File: src/verilog/trace_defs.svh
//****************************************************************************
// Trace unit constants
//   FIFO geometry and pointer width
//   Line format of ten 3-bit address beats
//   Periodic SE interval
//   Trace status (TS) bus codes
//****************************************************************************
`ifndef TRACE_DEFS_SVH
`define TRACE_DEFS_SVH

// FIFO geometry, depth is a power of two so pointers wrap by themselves
`define TRC_FIFO_DEPTH   16
`define TRC_PTR_W        4

// Line serialization format
`define TRC_BEATS        10
`define TRC_BEAT_W       3

// Clocks between periodic SE requests
`define TRC_SE_INTERVAL  64

// Trace status codes
`define TRC_TS_IDLE      4'b0000
`define TRC_TS_TRIGGER   4'b0001
`define TRC_TS_WAIT      4'b0011
// SE code is the base with the line kind in the low two bits
`define TRC_TS_SE_BASE   4'b0100
// Top TS bit set marks an address broadcast beat
`define TRC_TS_BROADCAST 1'b1

`endif

File: src/verilog/tracePkg.sv
//****************************************************************************
// Trace unit types
//   Line kind carried in the low bits of every trace line
//   Trace line word with its field and beat decodings
//****************************************************************************
`default_nettype none

`include "trace_defs.svh"

package tracePkg;

    // Line kind, SE kinds get an SE code ahead of the address
    typedef enum logic [1:0]
    {
        normal = 2'b00,
        seIar  = 2'b01,
        seLr   = 2'b10,
        seCtr  = 2'b11
    } lineKind_e;

    // One 32-bit trace line
    // Field view as posted, beat view as serialized
    // Beat 0 sits in the most significant bits
    typedef union packed
    {
        struct packed
        {
            logic [`TRC_BEATS*`TRC_BEAT_W-1:0] addr;
            lineKind_e                         kind;
        } fields;
        struct packed
        {
            logic [0:`TRC_BEATS-1][`TRC_BEAT_W-1:0] beat;
            lineKind_e                              kind;
        } beats;
    } traceLine_u;

endpackage

`default_nettype wire

File: src/verilog/serialIf.sv
//****************************************************************************
// Serializer to status encoder link
//   Odd-phase advance strobe
//   Line activity, SE slot flag, line kind and current beat
//   Source and sink modports
//****************************************************************************
`timescale 1ns/100ps
`default_nettype none

`include "trace_defs.svh"

interface serialIf
    import tracePkg::*;
();

    // High on odd trace cycles, TS may only change then
    logic                   advance;
    // Head line of the FIFO is being sent
    logic                   lineActive;
    // Current slot carries the SE code instead of a beat
    logic                   seSlot;
    lineKind_e              lineKind;
    logic [`TRC_BEAT_W-1:0] beat;

    // Serializer side
    modport source (output advance, lineActive, seSlot, lineKind, beat);

    // Status encoder side
    modport sink (input advance, lineActive, seSlot, lineKind, beat);

endinterface

`default_nettype wire

File: src/verilog/traceLineFifo.sv
//****************************************************************************
// Trace line FIFO
//   Line storage with wrapping write and read pointers
//   Up/down occupancy count
//   Credit return pulse per completed line
//****************************************************************************
`timescale 1ns/100ps
`default_nettype none

`include "trace_defs.svh"

module traceLineFifo
    import tracePkg::*;
(
    input  wire             clk_i,
    input  wire             reset_i,
    input  wire             traceEnable_i,
    input  wire             postValid_i,
    input  wire traceLine_u postLine_i,
    input  wire             lineDone_i,
    output logic            headValid_o,
    output traceLine_u      headLine_o,
    output logic            fifoEmpty_o,
    output logic            creditReturn_o
);

    // One extra bit so a full FIFO is distinct from empty
    localparam int CNT_W = `TRC_PTR_W + 1;

    traceLine_u            lineMem [`TRC_FIFO_DEPTH];
    logic [`TRC_PTR_W-1:0] wrPtr;
    logic [`TRC_PTR_W-1:0] rdPtr;
    logic [CNT_W-1:0]      lineCount;
    logic                  postEntry;

    // Poster only posts while it holds a credit, so no full check here
    assign postEntry = postValid_i & traceEnable_i;

    //************************************************************************
    // Line storage
    //************************************************************************
    always_ff @(posedge clk_i)
    begin
        if (postEntry)
        begin
            lineMem[wrPtr] <= postLine_i;
        end
    end

    //************************************************************************
    // Pointers, occupancy and credits
    //************************************************************************
    always_ff @(posedge clk_i)
    begin
        if (reset_i | ~traceEnable_i)
        begin
            wrPtr          <= '0;
            rdPtr          <= '0;
            lineCount      <= '0;
            creditReturn_o <= 1'b0;
        end
        else
        begin
            // Pointers wrap at the FIFO depth
            if (postEntry)
            begin
                wrPtr <= wrPtr + 1'b1;
            end
            if (lineDone_i)
            begin
                rdPtr <= rdPtr + 1'b1;
            end
            // Post and completion together leave the count alone
            case ({postEntry, lineDone_i})
                2'b10:   lineCount <= lineCount + 1'b1;
                2'b01:   lineCount <= lineCount - 1'b1;
                default: lineCount <= lineCount;
            endcase
            // One credit back per finished line, a clock after its last beat
            creditReturn_o <= lineDone_i;
        end
    end

    // Head of queue as seen by the serializer
    assign headValid_o = |lineCount;
    assign headLine_o  = lineMem[rdPtr];
    assign fifoEmpty_o = ~|lineCount;

endmodule

`default_nettype wire

File: src/verilog/lineSerializer.sv
//****************************************************************************
// Trace line serializer
//   Trace-cycle phase register, odd phase gives the advance strobe
//   Beat sequencing FSM, SE code slot then beats 0 through 9
//   Line completion pulse back to the FIFO
//****************************************************************************
`timescale 1ns/100ps
`default_nettype none

`include "trace_defs.svh"

module lineSerializer
    import tracePkg::*;
(
    input  wire             clk_i,
    input  wire             reset_i,
    input  wire             traceEnable_i,
    input  wire             triggerEvent_i,
    input  wire             headValid_i,
    input  wire traceLine_u headLine_i,
    output logic            lineDone_o,
    serialIf.source         ser
);

    // State encoding
    // Head slot sends the SE code for SE lines, beat 0 for normal lines
    // State n above head sends beat n-1
    localparam logic [3:0] ST_HEAD        = 4'd0;
    localparam logic [3:0] ST_FIRST_BEAT  = 4'd1;
    localparam logic [3:0] ST_SECOND_BEAT = 4'd2;
    localparam logic [3:0] ST_LAST_BEAT   = 4'(`TRC_BEATS);

    logic       oddPhase;
    logic [3:0] serState;
    logic [3:0] nxtSerState;
    logic [3:0] beatSel;
    logic       seLine;
    logic       serStep;

    //************************************************************************
    // Next state
    //************************************************************************
    // Any kind other than normal carries an SE code
    assign seLine = (headLine_i.fields.kind != normal);

    always_comb
    begin
        case (serState)
            ST_HEAD:
            begin
                // Normal line already sent beat 0 in the head slot
                nxtSerState = seLine ? ST_FIRST_BEAT : ST_SECOND_BEAT;
            end
            ST_LAST_BEAT:
            begin
                nxtSerState = ST_HEAD;
            end
            default:
            begin
                nxtSerState = serState + 1'b1;
            end
        endcase
    end

    // Move on odd phase with a line present
    // A trigger takes the TS slot, so the FSM holds and no beat is lost
    assign serStep = oddPhase & ~triggerEvent_i & headValid_i;

    //************************************************************************
    // Phase and state registers
    //************************************************************************
    always_ff @(posedge clk_i)
    begin
        if (reset_i | ~traceEnable_i)
        begin
            // First enabled cycle is even
            oddPhase <= 1'b0;
            serState <= ST_HEAD;
        end
        else
        begin
            oddPhase <= ~oddPhase;
            if (serStep)
            begin
                serState <= nxtSerState;
            end
        end
    end

    // Last beat leaves with this step, FIFO pops at the same edge
    assign lineDone_o = serStep & (serState == ST_LAST_BEAT);

    //************************************************************************
    // Progress towards the status encoder
    //************************************************************************
    assign beatSel = (serState == ST_HEAD) ? 4'd0 : serState - 1'b1;

    assign ser.advance    = oddPhase;
    assign ser.lineActive = headValid_i;
    assign ser.seSlot     = (serState == ST_HEAD) & seLine;
    assign ser.lineKind   = headLine_i.beats.kind;
    assign ser.beat       = headLine_i.beats.beat[beatSel];

endmodule

`default_nettype wire

File: src/verilog/seGenerator.sv
//****************************************************************************
// Synchronizing event generator
//   Down counter over the SE interval
//   Restart on wait or stop with an empty FIFO
//   Qualified SE request towards the poster
//****************************************************************************
`timescale 1ns/100ps
`default_nettype none

`include "trace_defs.svh"

module seGenerator (
    input  wire  clk_i,
    input  wire  reset_i,
    input  wire  traceEnable_i,
    input  wire  msrWe_i,
    input  wire  stopReq_i,
    input  wire  fifoEmpty_i,
    output logic seRequest_o
);

    localparam int CNT_W = $clog2(`TRC_SE_INTERVAL);

    logic [CNT_W-1:0] seCount;
    logic             seExpired;
    logic             waitOrStop;
    logic             seCtrRestart;

    // Core in wait state or asked to stop
    assign waitOrStop = msrWe_i | stopReq_i;

    // Long enough in wait or stop that the FIFO drained
    // Force zero so an SE goes out on leaving that state
    assign seCtrRestart = waitOrStop & fifoEmpty_i;

    //************************************************************************
    // Interval counter
    //************************************************************************
    always_ff @(posedge clk_i)
    begin
        if (reset_i | ~traceEnable_i)
        begin
            seCount   <= '0;
            seExpired <= 1'b0;
        end
        else if (seCtrRestart)
        begin
            seCount   <= '0;
            seExpired <= 1'b1;
        end
        else if (seRequest_o)
        begin
            // Reload, next request one full interval later
            seCount   <= CNT_W'(`TRC_SE_INTERVAL - 1);
            seExpired <= 1'b0;
        end
        else
        begin
            if (seCount != '0)
            begin
                seCount <= seCount - 1'b1;
            end
            // Armed once the count reaches zero, held while blocked
            seExpired <= (seCount <= CNT_W'(1));
        end
    end

    // No SE while disabled, in wait or in stop
    assign seRequest_o = seExpired & traceEnable_i & ~waitOrStop;

endmodule

`default_nettype wire

File: src/verilog/traceStatusEncoder.sv
//****************************************************************************
// Trace status encoder
//   Priority selection of the TS code
//   TS register, loaded on the odd phase only
//****************************************************************************
`timescale 1ns/100ps
`default_nettype none

`include "trace_defs.svh"

module traceStatusEncoder (
    input  wire        clk_i,
    input  wire        reset_i,
    input  wire        traceEnable_i,
    input  wire        triggerEvent_i,
    input  wire        stopAck_i,
    input  wire        msrWe_i,
    serialIf.sink      ser,
    output logic [3:0] traceStatus_o
);

    logic [3:0] nxtTsCode;
    logic       stopWait;

    // Core stopped or in wait state
    assign stopWait = stopAck_i | msrWe_i;

    //************************************************************************
    // TS code priority
    //************************************************************************
    always_comb
    begin
        if (triggerEvent_i)
        begin
            // Trigger wins over any FIFO traffic
            nxtTsCode = `TRC_TS_TRIGGER;
        end
        else if (ser.lineActive & ser.seSlot)
        begin
            nxtTsCode = `TRC_TS_SE_BASE | {2'b00, ser.lineKind};
        end
        else if (ser.lineActive)
        begin
            // Address broadcast
            nxtTsCode = {`TRC_TS_BROADCAST, ser.beat};
        end
        else if (stopWait)
        begin
            nxtTsCode = `TRC_TS_WAIT;
        end
        else
        begin
            nxtTsCode = `TRC_TS_IDLE;
        end
    end

    //************************************************************************
    // TS register
    //************************************************************************
    // Stable for two clocks, observers sample it on the even phase
    always_ff @(posedge clk_i)
    begin
        if (reset_i | ~traceEnable_i)
        begin
            traceStatus_o <= `TRC_TS_IDLE;
        end
        else if (ser.advance)
        begin
            traceStatus_o <= nxtTsCode;
        end
    end

endmodule

`default_nettype wire

File: src/verilog/traceUnit.sv
//****************************************************************************
// Trace unit top level
//   Line FIFO, serializer, SE generator and TS encoder
//   Serializer to encoder link over one interface
//****************************************************************************
`timescale 1ns/100ps
`default_nettype none

module traceUnit
    import tracePkg::*;
(
    input  wire         clk_i,
    input  wire         reset_i,
    input  wire         traceEnable_i,
    input  wire         postValid_i,
    input  wire  [31:0] postLine_i,
    input  wire         triggerEvent_i,
    input  wire         stopAck_i,
    input  wire         msrWe_i,
    input  wire         stopReq_i,
    output logic        creditReturn_o,
    output logic        fifoEmpty_o,
    output logic        seRequest_o,
    output logic        traceCycle_o,
    output logic [3:0]  traceStatus_o
);

    // FIFO head towards the serializer
    logic       headValid;
    traceLine_u headLine;
    // Line completion back to the FIFO
    logic       lineDone;

    serialIf ser ();

    // Line storage and credit return
    traceLineFifo u_fifo (
        .clk_i          (clk_i),
        .reset_i        (reset_i),
        .traceEnable_i  (traceEnable_i),
        .postValid_i    (postValid_i),
        .postLine_i     (postLine_i),
        .lineDone_i     (lineDone),
        .headValid_o    (headValid),
        .headLine_o     (headLine),
        .fifoEmpty_o    (fifoEmpty_o),
        .creditReturn_o (creditReturn_o)
    );

    // Phase and beat sequencing
    lineSerializer u_serializer (
        .clk_i          (clk_i),
        .reset_i        (reset_i),
        .traceEnable_i  (traceEnable_i),
        .triggerEvent_i (triggerEvent_i),
        .headValid_i    (headValid),
        .headLine_i     (headLine),
        .lineDone_o     (lineDone),
        .ser            (ser.source)
    );

    // Periodic SE requests
    seGenerator u_seGen (
        .clk_i         (clk_i),
        .reset_i       (reset_i),
        .traceEnable_i (traceEnable_i),
        .msrWe_i       (msrWe_i),
        .stopReq_i     (stopReq_i),
        .fifoEmpty_i   (fifoEmpty_o),
        .seRequest_o   (seRequest_o)
    );

    // TS bus
    traceStatusEncoder u_encoder (
        .clk_i          (clk_i),
        .reset_i        (reset_i),
        .traceEnable_i  (traceEnable_i),
        .triggerEvent_i (triggerEvent_i),
        .stopAck_i      (stopAck_i),
        .msrWe_i        (msrWe_i),
        .ser            (ser.sink),
        .traceStatus_o  (traceStatus_o)
    );

    // Trace cycle is the serializer phase
    assign traceCycle_o = ser.advance;

endmodule

`default_nettype wire

File: config.mk
export PLATFORM = sky130hd
export DESIGN_NAME = traceUnit
export DESIGN_NICKNAME = d
export VERILOG_FILES = /design/src/verilog/tracePkg.sv /design/src/verilog/serialIf.sv /design/src/verilog/traceLineFifo.sv /design/src/verilog/lineSerializer.sv /design/src/verilog/seGenerator.sv /design/src/verilog/traceStatusEncoder.sv /design/src/verilog/traceUnit.sv
export VERILOG_INCLUDE_DIRS = /design/src /design/src/verilog
export SDC_FILE = /design/constraint.sdc
export NUM_CORES = 1
export LEC_CHECK = 0
export BUFFER_PORTS_ARGS = -buffer_cell sky130_fd_sc_hd__buf_2
export CELL_PAD_IN_SITES_DETAIL_PLACEMENT = 0
export CELL_PAD_IN_SITES_GLOBAL_PLACEMENT = 1
export CORE_MARGIN = 2
export CORE_UTILIZATION = 50
export DETAILED_ROUTE_END_ITERATION = 12
export HOLD_SLACK_MARGIN = 0.12
export PLACE_DENSITY = 0.83
export SYNTH_ARGS = -nofsm -noshare
export SYNTH_HDL_FRONTEND = slang
export SYNTH_SLANG_ARGS = --single-unit
File: constraint.sdc
create_clock -name clk_i -period 3.54 [get_ports clk_i]
set_clock_uncertainty 0.05 [all_clocks]
set_input_delay 0.354 -clock clk_i [delete_from_list [all_inputs] [get_ports clk_i]]
set_output_delay 0.354 -clock clk_i [all_outputs]
set_load 0.01 [all_outputs]
==> results.toml, run 1 <==
[status]
status = "finished clean"

[placed_design]
dp_hpwl_mm = 26.9
place_congestion = 0.790
placed_cells = 1617
portBuffers = 47
place_worst_setup_slack_ps = 379

[floorplan]
dieArea_mm2 = 0.0446
start_util_pct = 50.9
die_w_um = 211
fp.dieH_um = 211
num_io_pins = 48
coreArea_mm2 = 0.0421
std_cell_rows = 75

[worst_setup_path]
critPathKind = "flip-flop to flip-flop"
path_delay_family = "compound AO/OA/AOI/OAI gates"
start_kind = "flip-flop"
path_max_fanout = 37
slowest_stage = "a311oi_1"
crit_chain = "buf_12, mux4_2, mux4_2, nand2_1, a21oi_1, a311oi_1, o22ai_1"
crit_cells = 7
arrival_ps = 3610
critPathMaxStageDelay_ps = 750
crit_top_cell = "mux4_2"
end_kind = "flip-flop"
worst-path-buf-inv = 1
crit_required_ps = 3930
r2r_cells = 7
r2r-end = "u_encoder.traceStatus_o[2]$_SDFFE_PP0P_"
ff2ff_setup_slack_ps = 310

[global_routing]
grt_overflow = 0
first_global_vias = 11000
grt_start_max_net_pins = 44
grt_use_total_pct = 22.2
grt_pass1_wl_mm = 71.2
antenna_found_initial = 2

[sta]
fin_crit_sh_pct = 91.1
setup_violations = 0
maxSlewHeadroom_pct = 22.3
tightest_slew_ps = 1160
fmax_mhz = 310
tns_ps = 0
setup_ws_ps = 315
fin_crit_ps = 3230
slew_violations = 0
finalHoldViolations = 0
hold_ws_ps = 194
rsz0062_at_grt = "false"

[power_and_ir_drop]
ir_drop_mv = 0.425
cellLeakagePower_nw = 7.68
power_density_mw_per_mm2 = 517

[logic_synthesis]
synth_ff_type = "edfxtp_1"
synth-seq-area-share_pct = 74.9
synth_common_cells = "edfxtp_1, mux4_2, nor2_1, dfxtp_1, nand2_1"
synth_cell_types = 53
yosysTopAreaCell = "edfxtp_1"
synth-async-reset-ratio_pct = 0
synth_nets = 1097
netlist_instances = 1043
avgSynthCellArea_um2 = 20.6
synthTopCellsByArea = "edfxtp_1, mux4_2, dfxtp_1, mux2i_1, nor2_1"
syn-cell-area_mm2 = 0.0214
yosys.cell_count.top_type = "edfxtp_1"
synth_top_area_share_pct = 71.7
synth_edf_count = 512
ys_ff_latch = 546
ys_warn_count = 0

[detailed_routing]
drcViolationCount = 0
vias = 10800
viasPerCell = 6.19
drtIter0Drc = 1287
drtAntennaViolNets = 0
firstDrtPassIters = 5
wl_mm = 48.1
wl_per_cell_um = 27.5

[layout]
drive_gt1_share_pct = 27.5
layout-area-overhead-vs-synth_pct = 15.2
stdcell_count = 1749
fin_nets = 1223

[clock_tree]
clk_path_buf_depth = 3
htreeDepth = 2
post_cts_buffers = 0
insertion_delay_ps = 590
cts_tree = "yes"
clkTransAtPathRegs_ps = 60
clock_sinks = 546
cts_resized = 0
ctsHoldBuffers = 36
root_buffer = "clkbuf_16"
cts_buffers = 53

[min_path]
hold_path_end = "u_encoder.traceStatus_o[0]$_SDFFE_PP0P_"
hold_class = "input pin to flip-flop"
min_from = "stopAck_i"
holdPathStages = 5

[job]
maxCapViolations = 0
[flip-flops by register name (all words and copies together), names as in the netlist, named ones only]
name                      flops
u_seGen.seExpired             1
u_encoder.traceStatus_o       4
u_serializer.serState         4
u_fifo.lineCount              5
u_fifo.lineMem              512
u_fifo.wrPtr                  4
u_seGen.seCount               6
u_fifo.rdPtr                  4
u_serializer.ser.advance      1
u_fifo.creditReturn_o         1
[layout by cell type (no fill, tap or decap), types with 15 or more instances in the layout]
| master | instances |
|---|---|
| nand2_1 | 32 |
| clkbuf_16 | 55 |
| inv_1 | 15 |
| dlygate4sd3_1 | 36 |
| a21oi_1 | 28 |
| dfxtp_1 | 30 |
| mux4_2 | 144 |
| buf_4 | 27 |
| nor2_1 | 38 |
| mux2i_1 | 19 |
| edfxtp_1 | 512 |
| buf_12 | 15 |
| buf_2 | 47 |
[cell families after synthesis]
family          after synthesis  synth area share [%]
simple gates                140                  3.05
xor+xnor                     14                 0.572
compound gates               95                  2.90
mux                         165                  16.1
fa+ha+maj                    14                 0.817
flops                       546                  74.9
buf+inv                      69                  1.67
[worst min-delay path: stages]
cell and delay, ps:
buf_2 80, nor2_1 40, nand2_1 70, a21oi_1 90, o32ai_1 150
[metrics by stage]
step           power, mW  util [%]  area [µm²]
3_5_place_dp        7.43      53.8       22700
4_1_cts             12.9      58.6       24700
2_1_floorplan       7.30         -       21400
6_report            12.8      58.6       24700
5_1_grt             13.1      58.6       24700
3_3_place_gp        7.42      53.8       22700
[worst max path at each step]
stage,endpoint,slack [ps]
after CTS,u_encoder.traceStatus_o[2]$_SDFFE_PP0P_,350
after floorplan,u_fifo.lineMem[3][0]$_DFFE_PP_,60
after global placement,u_encoder.traceStatus_o[2]$_SDFFE_PP0P_,430
final,u_encoder.traceStatus_o[2]$_SDFFE_PP0P_,310
after global routing,u_encoder.traceStatus_o[1]$_SDFFE_PP0P_,220
after detailed placement,u_encoder.traceStatus_o[2]$_SDFFE_PP0P_,380
[cell type report]
class	count	area, µm²
flip-flops and latches	546	16100
clock buffers	67	1420
diodes	1	2.50
well taps	539	674
clock inverters	28	248
repair buffers	125	1100
fillers	2970	17400
multi-input cells	428	5140
inverters	15	56.3
[power breakdown]
| part | internal [mW] | total [mW] | switching, mW |
|---|---|---|---|
| combinational | 0.0862 | 0.242 | 0.156 |
| sequential | 7.08 | 7.09 | 0.00973 |
| clock | 3.13 | 5.45 | 2.32 |
| total | 10.3 | 12.8 | 2.49 |
[per-layer routing]
metal  track usage [%]  wire [µm]
met5                 0          0
met4              6.41       1140
met3              4.28       4330
met2              35.4      23200
met1              31.7      19500
Note: power is estimated with default switching activity, not from simulation.
==> inputs of run 2 (changes only) <==
--- a/config.mk
+++ b/config.mk
@@ -9,7 +9,7 @@
 export BUFFER_PORTS_ARGS = -buffer_cell sky130_fd_sc_hd__buf_2
 export CELL_PAD_IN_SITES_DETAIL_PLACEMENT = 0
 export CELL_PAD_IN_SITES_GLOBAL_PLACEMENT = 1
-export CORE_MARGIN = 2
+export CORE_MARGIN = 1.5
 export CORE_UTILIZATION = 50
 export DETAILED_ROUTE_END_ITERATION = 12
 export HOLD_SLACK_MARGIN = 0.12
==> run 2 against run 1 <==
  * Routed wire length is 0.64% higher
  * Hold slack worse by 2.1 ps
  * Core utilization is 0.20 points higher
  * Sequential share of layout area is 0.22 points lower
  * Count of clock-buffer cells in the layout is 3 lower
  * Critical endpoint unchanged
  * Largest cell class unchanged
  * Largest power group unchanged
==> results.toml, run 2 (same netlist as run 1, synthesis figures left out) <==
[status]
status = "finished clean"

[layout]
final_cell_mix = "edfxtp_1, mux4_2, clkbuf_16"
largest_register_ffs = 512
fillers = 2957
layout-area-overhead-vs-synth_pct = 15.6
final_common_cell = "edfxtp_1"
fin_area_mm2 = 0.0248
fin_nets = 1225
regMostFlops = "u_fifo.lineMem"
drive_gt1_share_pct = 28.0
largestRegisters = "u_fifo.lineMem: 512 flops, u_seGen.seCount: 6 flops, u_fifo.lineCount: 5 flops"

[worst_setup_path]
crit_required_ps = 3970
path_max_fanout = 10
start_kind = "flip-flop"
arrival_ps = 3480
end_kind = "flip-flop"
critPathMaxStageDelay_ps = 820
critPathKind = "flip-flop to flip-flop"
r2r-end = "u_encoder.traceStatus_o[2]$_SDFFE_PP0P_"
ff2ff_setup_slack_ps = 490
r2r_start = "u_serializer.serState[0]$_SDFFE_PP0P_"
crit_chain = "inv_1, ha_1, nor3b_2, nor2_1, nand3_1, a21oi_1, o211ai_1, o2111ai_1, o22ai_1"
slowest_stage = "nor2_1"
r2r_cells = 9

[sta]
fin_crit_sh_pct = 86.3
tns_ps = 0
fin_crit_ps = 3050
finalHoldViolations = 0
maxSlewHeadroom_pct = 29.8
rsz0062_at_grt = "false"
setup_violations = 0
tightest_slew_ps = 1050
fmax_mhz = 327
slew_violations = 0

[detailed_routing]
viasPerCell = 6.16
vias = 10800
drtAntennaViolNets = 0
wl_mm = 48.4
drcViolationCount = 0
drtIter0Drc = 1314
firstDrtPassIters = 6
wl_per_cell_um = 27.6

[clock_tree]
cts_tree = "yes"
clkTransAtPathRegs_ps = 60
root_buffer = "clkbuf_16"
insertion_delay_ps = 610
cts_buffers = 53
clk_path_buf_depth = 3
clock_sinks = 546
ctsHoldBuffers = 37
cts_resized = 0
post_cts_buffers = 0
htreeDepth = 2

[floorplan]
std_cell_rows = 75
die_w_um = 210
dieArea_mm2 = 0.0441
fp.dieH_um = 210
start_util_pct = 50.9
coreArea_mm2 = 0.0421
num_io_pins = 48

[global_routing]
grt.busiest_layer = "met2"
grt_start_max_net_pins = 42
use_met1_pct = 30.6
first_global_vias = 11000
grt_pass1_wl_mm = 71.5
grt_util_met3_pct = 4.93
grt_use_total_pct = 22.7
met2_usage_pct = 37.2
antenna_found_initial = 1
grt_overflow = 0

[power_and_ir_drop]
finalPower_mw = 13.3
power_density_mw_per_mm2 = 537
cellLeakagePower_nw = 7.74
ir_drop_mv = 0.495

[placed_design]
dp_hpwl_mm = 25.6
place_area_mm2 = 0.0226
portBuffers = 47
place_congestion = 0.862

[min_path]
hold_path_end = "u_encoder.traceStatus_o[0]$_SDFFE_PP0P_"
hold_class = "input pin to flip-flop"
holdPathStages = 5
min_from = "stopAck_i"

[job]
maxCapViolations = 0
[run 2: cell count changes in the layout (fill, tap and decap cells not counted)]
cell | before | now
buf_12 | 15 | 5
buf_4 | 27 | 38
bufinv_16 | 4 | 10
clkbuf_1 | 12 | 9
clkbuf_16 | 55 | 54
clkbuf_8 | 0 | 1
clkinv_2 | 7 | 4
clkinv_8 | 0 | 1
clkinvlp_4 | 1 | 6
dlygate4sd3_1 | 36 | 37
inv_16 | 0 | 1
inv_6 | 4 | 1
[run 2: worst max-delay path by stage]
stage / start / endpoint / slack (ps) / cells after the start
after floorplan: traceEnable_i / u_fifo.lineMem[3][0]$_DFFE_PP_ / 60 / 4
after detailed placement: flip-flop / u_encoder.traceStatus_o[0]$_SDFFE_PP0P_ / 530 / 7
after global placement: flip-flop / u_encoder.traceStatus_o[0]$_SDFFE_PP0P_ / 560 / 7
after global routing: u_serializer.serState[0]$_SDFFE_PP0P_ / u_encoder.traceStatus_o[1]$_SDFFE_PP0P_ / 380 / 9
after CTS: flip-flop / u_encoder.traceStatus_o[0]$_SDFFE_PP0P_ / 500 / 7
final: u_serializer.serState[0]$_SDFFE_PP0P_ / u_encoder.traceStatus_o[2]$_SDFFE_PP0P_ / 490 / 9
[run 2: cell type report]
| type | count | area (µm²) | area share [%] |
|---|---|---|---|
| Sequential cell | 546 | 16100 | 64.8 |
| Timing Repair Buffer | 127 | 991 | 4.00 |
| Clock inverter | 35 | 460 | 1.86 |
| Tap cell | 539 | 674 | 2.72 |
| Antenna cell | 1 | 2.50 | 0.0101 |
| Clock buffer | 64 | 1400 | 5.64 |
| Inverter | 15 | 56.3 | 0.227 |
| Multi-Input combinational cell | 428 | 5140 | 20.7 |
[run 2: worst max-delay path, delay by kind of cell (launching register included)]
kind / cells / cell delay, ps
and+or+nand+nor: 3 / 1230
buffers and inverters: 1 / 140
adders and majority gates: 1 / 310
DFF: 1 / 450
AOI/OAI and AO/OA: 4 / 730
[run 2: routing by layer]
| metal | up-vias | routed length (µm) |
|---|---|---|
| met4 | 0 | 1120 |
| met5 | - | 0 |
| met2 | 549 | 24000 |
| met3 | 85 | 4300 |
| met1 | 5608 | 19100 |
| li1 | 4562 | - |
[run 2: report_power, final]
| part | internal [mW] | leakage [nW] | switching [mW] |
|---|---|---|---|
| Clock | 3.56 | 0.884 | 2.41 |
| Combinational | 0.0857 | 1.96 | 0.158 |
| Sequential | 7.08 | 4.89 | 0.00995 |
[run 2: per-stage QoR]
| step | hold WS, ps | setup WS [ps] | util [%] | std cells |
|---|---|---|---|---|
| after floorplan | 403 | 57.3 | - | 1043 |
| after global placement | 442 | 562 | 53.5 | 1618 |
| after detailed placement | 435 | 531 | 53.5 | 1618 |
| after CTS | 164 | 498 | 58.8 | 1754 |
| after global routing | 228 | 379 | 58.8 | 1754 |
| final | 192 | 486 | 58.8 | 1755 |
==> inputs of run 3 (changes only) <==
--- a/config.mk
+++ b/config.mk
@@ -6,14 +6,15 @@
 export SDC_FILE = /design/constraint.sdc
 export NUM_CORES = 1
 export LEC_CHECK = 0
+export ABC_AREA = 1
 export BUFFER_PORTS_ARGS = -buffer_cell sky130_fd_sc_hd__buf_2
 export CELL_PAD_IN_SITES_DETAIL_PLACEMENT = 0
 export CELL_PAD_IN_SITES_GLOBAL_PLACEMENT = 1
 export CORE_MARGIN = 1.5
-export CORE_UTILIZATION = 50
+export CORE_UTILIZATION = 46
 export DETAILED_ROUTE_END_ITERATION = 12
 export HOLD_SLACK_MARGIN = 0.12
-export PLACE_DENSITY = 0.83
+export PLACE_DENSITY = 0.82
 export SYNTH_ARGS = -nofsm -noshare
 export SYNTH_HDL_FRONTEND = slang
 export SYNTH_SLANG_ARGS = --single-unit
==> run 3 against run 2 <==
  * Area after synthesis increased by 4.7%
  * Critical path depth up 6
  * Count of clock-buffer cells in the layout grew 5
  * Non-clock buffer count shrank 4
  * Routed wire length rose by 13%
  * Sequential share of layout area fell by 1.8 points
  * Combinational power increased by 12%
  * Final cell count rose by 47%
  * Largest cell class unchanged
  * Largest power group unchanged
  * Highest routed layer unchanged
==> results.toml, run 3 <==
[power_and_ir_drop]
power_density_mw_per_mm2 = 516
cellLeakagePower_nw = 8.91
ir_drop_mv = 0.442

[worst_setup_path]
critPathKind = "flip-flop to flip-flop"
end_kind = "flip-flop"
path_max_fanout = 17
arrival_ps = 3310
crit_required_ps = 4020
start_kind = "flip-flop"

[logic_synthesis]
synth-seq-area-share_pct = 71.5
ys_ff_latch = 546
synth_common_cells = "edfxtp_1, nor2_1, nand2_1, o21ai_0, nand3_1"
yosysTopAreaCell = "edfxtp_1"
netlist_instances = 1861
ys_warn_count = 0
yosys.cell_count.top_type = "edfxtp_1"
synth_edf_count = 512
avgSynthCellArea_um2 = 12.1
synth_cell_types = 43
synth_ff_type = "edfxtp_1"
synth_top_area_share_pct = 68.5
synthTopCellsByArea = "edfxtp_1, nor2_1, o21ai_0, nand2_1, nand3_1"
synth_nets = 1915
synth-async-reset-ratio_pct = 0
syn-cell-area_mm2 = 0.0224

[sta]
maxSlewHeadroom_pct = 45.6
tightest_slew_ps = 814
slew_violations = 0
rsz0062_at_grt = "false"
finalHoldViolations = 0
tns_ps = 0
fmax_mhz = 354
fin_crit_ps = 2830
setup_violations = 0
fin_crit_sh_pct = 79.9

[clock_tree]
root_buffer = "clkbuf_16"
clkTransAtPathRegs_ps = 60
cts_buffers = 56
cts_tree = "yes"
clock_sinks = 546
clk_path_buf_depth = 3
htreeDepth = 2
post_cts_buffers = 0
insertion_delay_ps = 610

[min_path]
hold_class = "input pin to flip-flop"

[detailed_routing]
wl_per_cell_um = 21.1
vias = 14600
drcViolationCount = 0
firstDrtPassIters = 6
viasPerCell = 5.65
wl_mm = 54.6
drtAntennaViolNets = 0
drtIter0Drc = 1506

[global_routing]
first_global_vias = 14200
antenna_found_initial = 0
grt_pass1_wl_mm = 83.2
grt_start_max_net_pins = 169
grt_overflow = 0
grt_use_total_pct = 21.9

[layout]
stdcell_count = 2588
antenna_cells = 0
largestRegisters = "u_fifo.lineMem: 512 flops, u_seGen.seCount: 6 flops, u_fifo.lineCount: 5 flops"
final_common_cell = "edfxtp_1"
final_cell_mix = "edfxtp_1, nand2_1, nor2_1"
drive_gt1_share_pct = 9.88
regMostFlops = "u_fifo.lineMem"
fillers = 3949
largest_register_ffs = 512
fin_util_pct = 53.1
fin_nets = 1985
layout-area-overhead-vs-synth_pct = 13.5

[floorplan]
start_util_pct = 46.8
die_w_um = 224
std_cell_rows = 80
coreArea_mm2 = 0.0479
fp.dieH_um = 224
num_io_pins = 48
dieArea_mm2 = 0.0501

[job]
maxCapViolations = 0

[placed_design]
place_congestion = 0.787
dp_hpwl_mm = 28.1
placed_cells = 2452
portBuffers = 47

[status]
status = "finished clean"
==> run 3: worst paths after layout <==
kind	startpoint	cells past startpoint	slack, ps	end
setup / recovery	u_serializer.serState[0]$_SDFFE_PP0P_	15	710	u_encoder.traceStatus_o[0]$_SDFFE_PP0P_
hold / removal	reset_i	5	150	u_fifo.lineCount[4]$_SDFFE_PP0P_
hold reg to reg	u_encoder.traceStatus_o[3]$_SDFFE_PP0P_	2	420	u_encoder.traceStatus_o[3]$_SDFFE_PP0P_
setup reg to reg	u_serializer.serState[0]$_SDFFE_PP0P_	15	710	u_encoder.traceStatus_o[0]$_SDFFE_PP0P_
==> run 3: final cells by class <==
type                            instances  area [µm²]  share of cell area, %
Inverter                               76         292                   1.14
Clock inverter                         31         298                   1.17
Timing Repair Buffer                  123        1100                   4.30
Clock buffer                           69        1490                   5.86
Sequential cell                       546       16100                   63.1
Tap cell                              615         769                   3.02
Multi-Input combinational cell       1128        5470                   21.5
==> run 3: routing by layer <==
metal,share of wire [%],track usage [%],vias up,wire length (µm)
met5,0,0,-,0
met1,42,29.5,7216,23000
met4,2.5,7.04,0,1390
met3,6.7,3.07,91,3650
li1,-,-,6801,-
met2,49,36.8,517,26600
==> run 3: through the flow <==
| stage | total power [mW] | hold WS, ps | worst slack, ps | cell area [µm²] |
|---|---|---|---|---|
| after global placement | 7.46 | 403 | 781 | 23300 |
| after floorplan | 7.32 | 395 | 964 | 22400 |
| after CTS | 13.2 | 131 | 696 | 25500 |
| final | 13.2 | 151 | 712 | 25500 |
| after detailed placement | 7.47 | 408 | 711 | 23300 |
| after global routing | 13.5 | 184 | 472 | 25500 |
==> run 3: report_power, final <==
part,internal (mW),switching [mW]
clock,3.40,2.39
combinational,0.0869,0.187
sequential,7.08,0.00940
==> run 3: worst max-delay path: stages (launching register included) <==
cell and delay, ps:
dfxtp_1 430, inv_1 140, ha_1 230, inv_1 130, nor3_4 80, nor2_4 100
clkinv_1 510, nand3_1 290, nand3_1 90, nand3_1 90, nand3_1 140, nand2_1 180
nand2_1 60, nand2_1 60, nand2_1 60, a21oi_2 100
==> run 3: kinds of logic (layout without fill, tap and decap cells) <==
family	count (synthesis)	in the layout	synth area share, %
AO/OA/AOI/OAI	360	360	8.98
XOR/XNOR	7	7	0.273
adder cells (fa/ha/maj)	14	14	0.781
buffers and inverters	187	299	4.64
flip-flops	546	546	71.5
AND/OR/NAND/NOR	747	747	13.8
==> run 3: what timing repair did <==
action                     in CTS  in global routing
hold endpoints to repair      515                  0
hold buffers                   36                  0
gates resized for setup         0                  0
setup endpoints to repair       0                  0
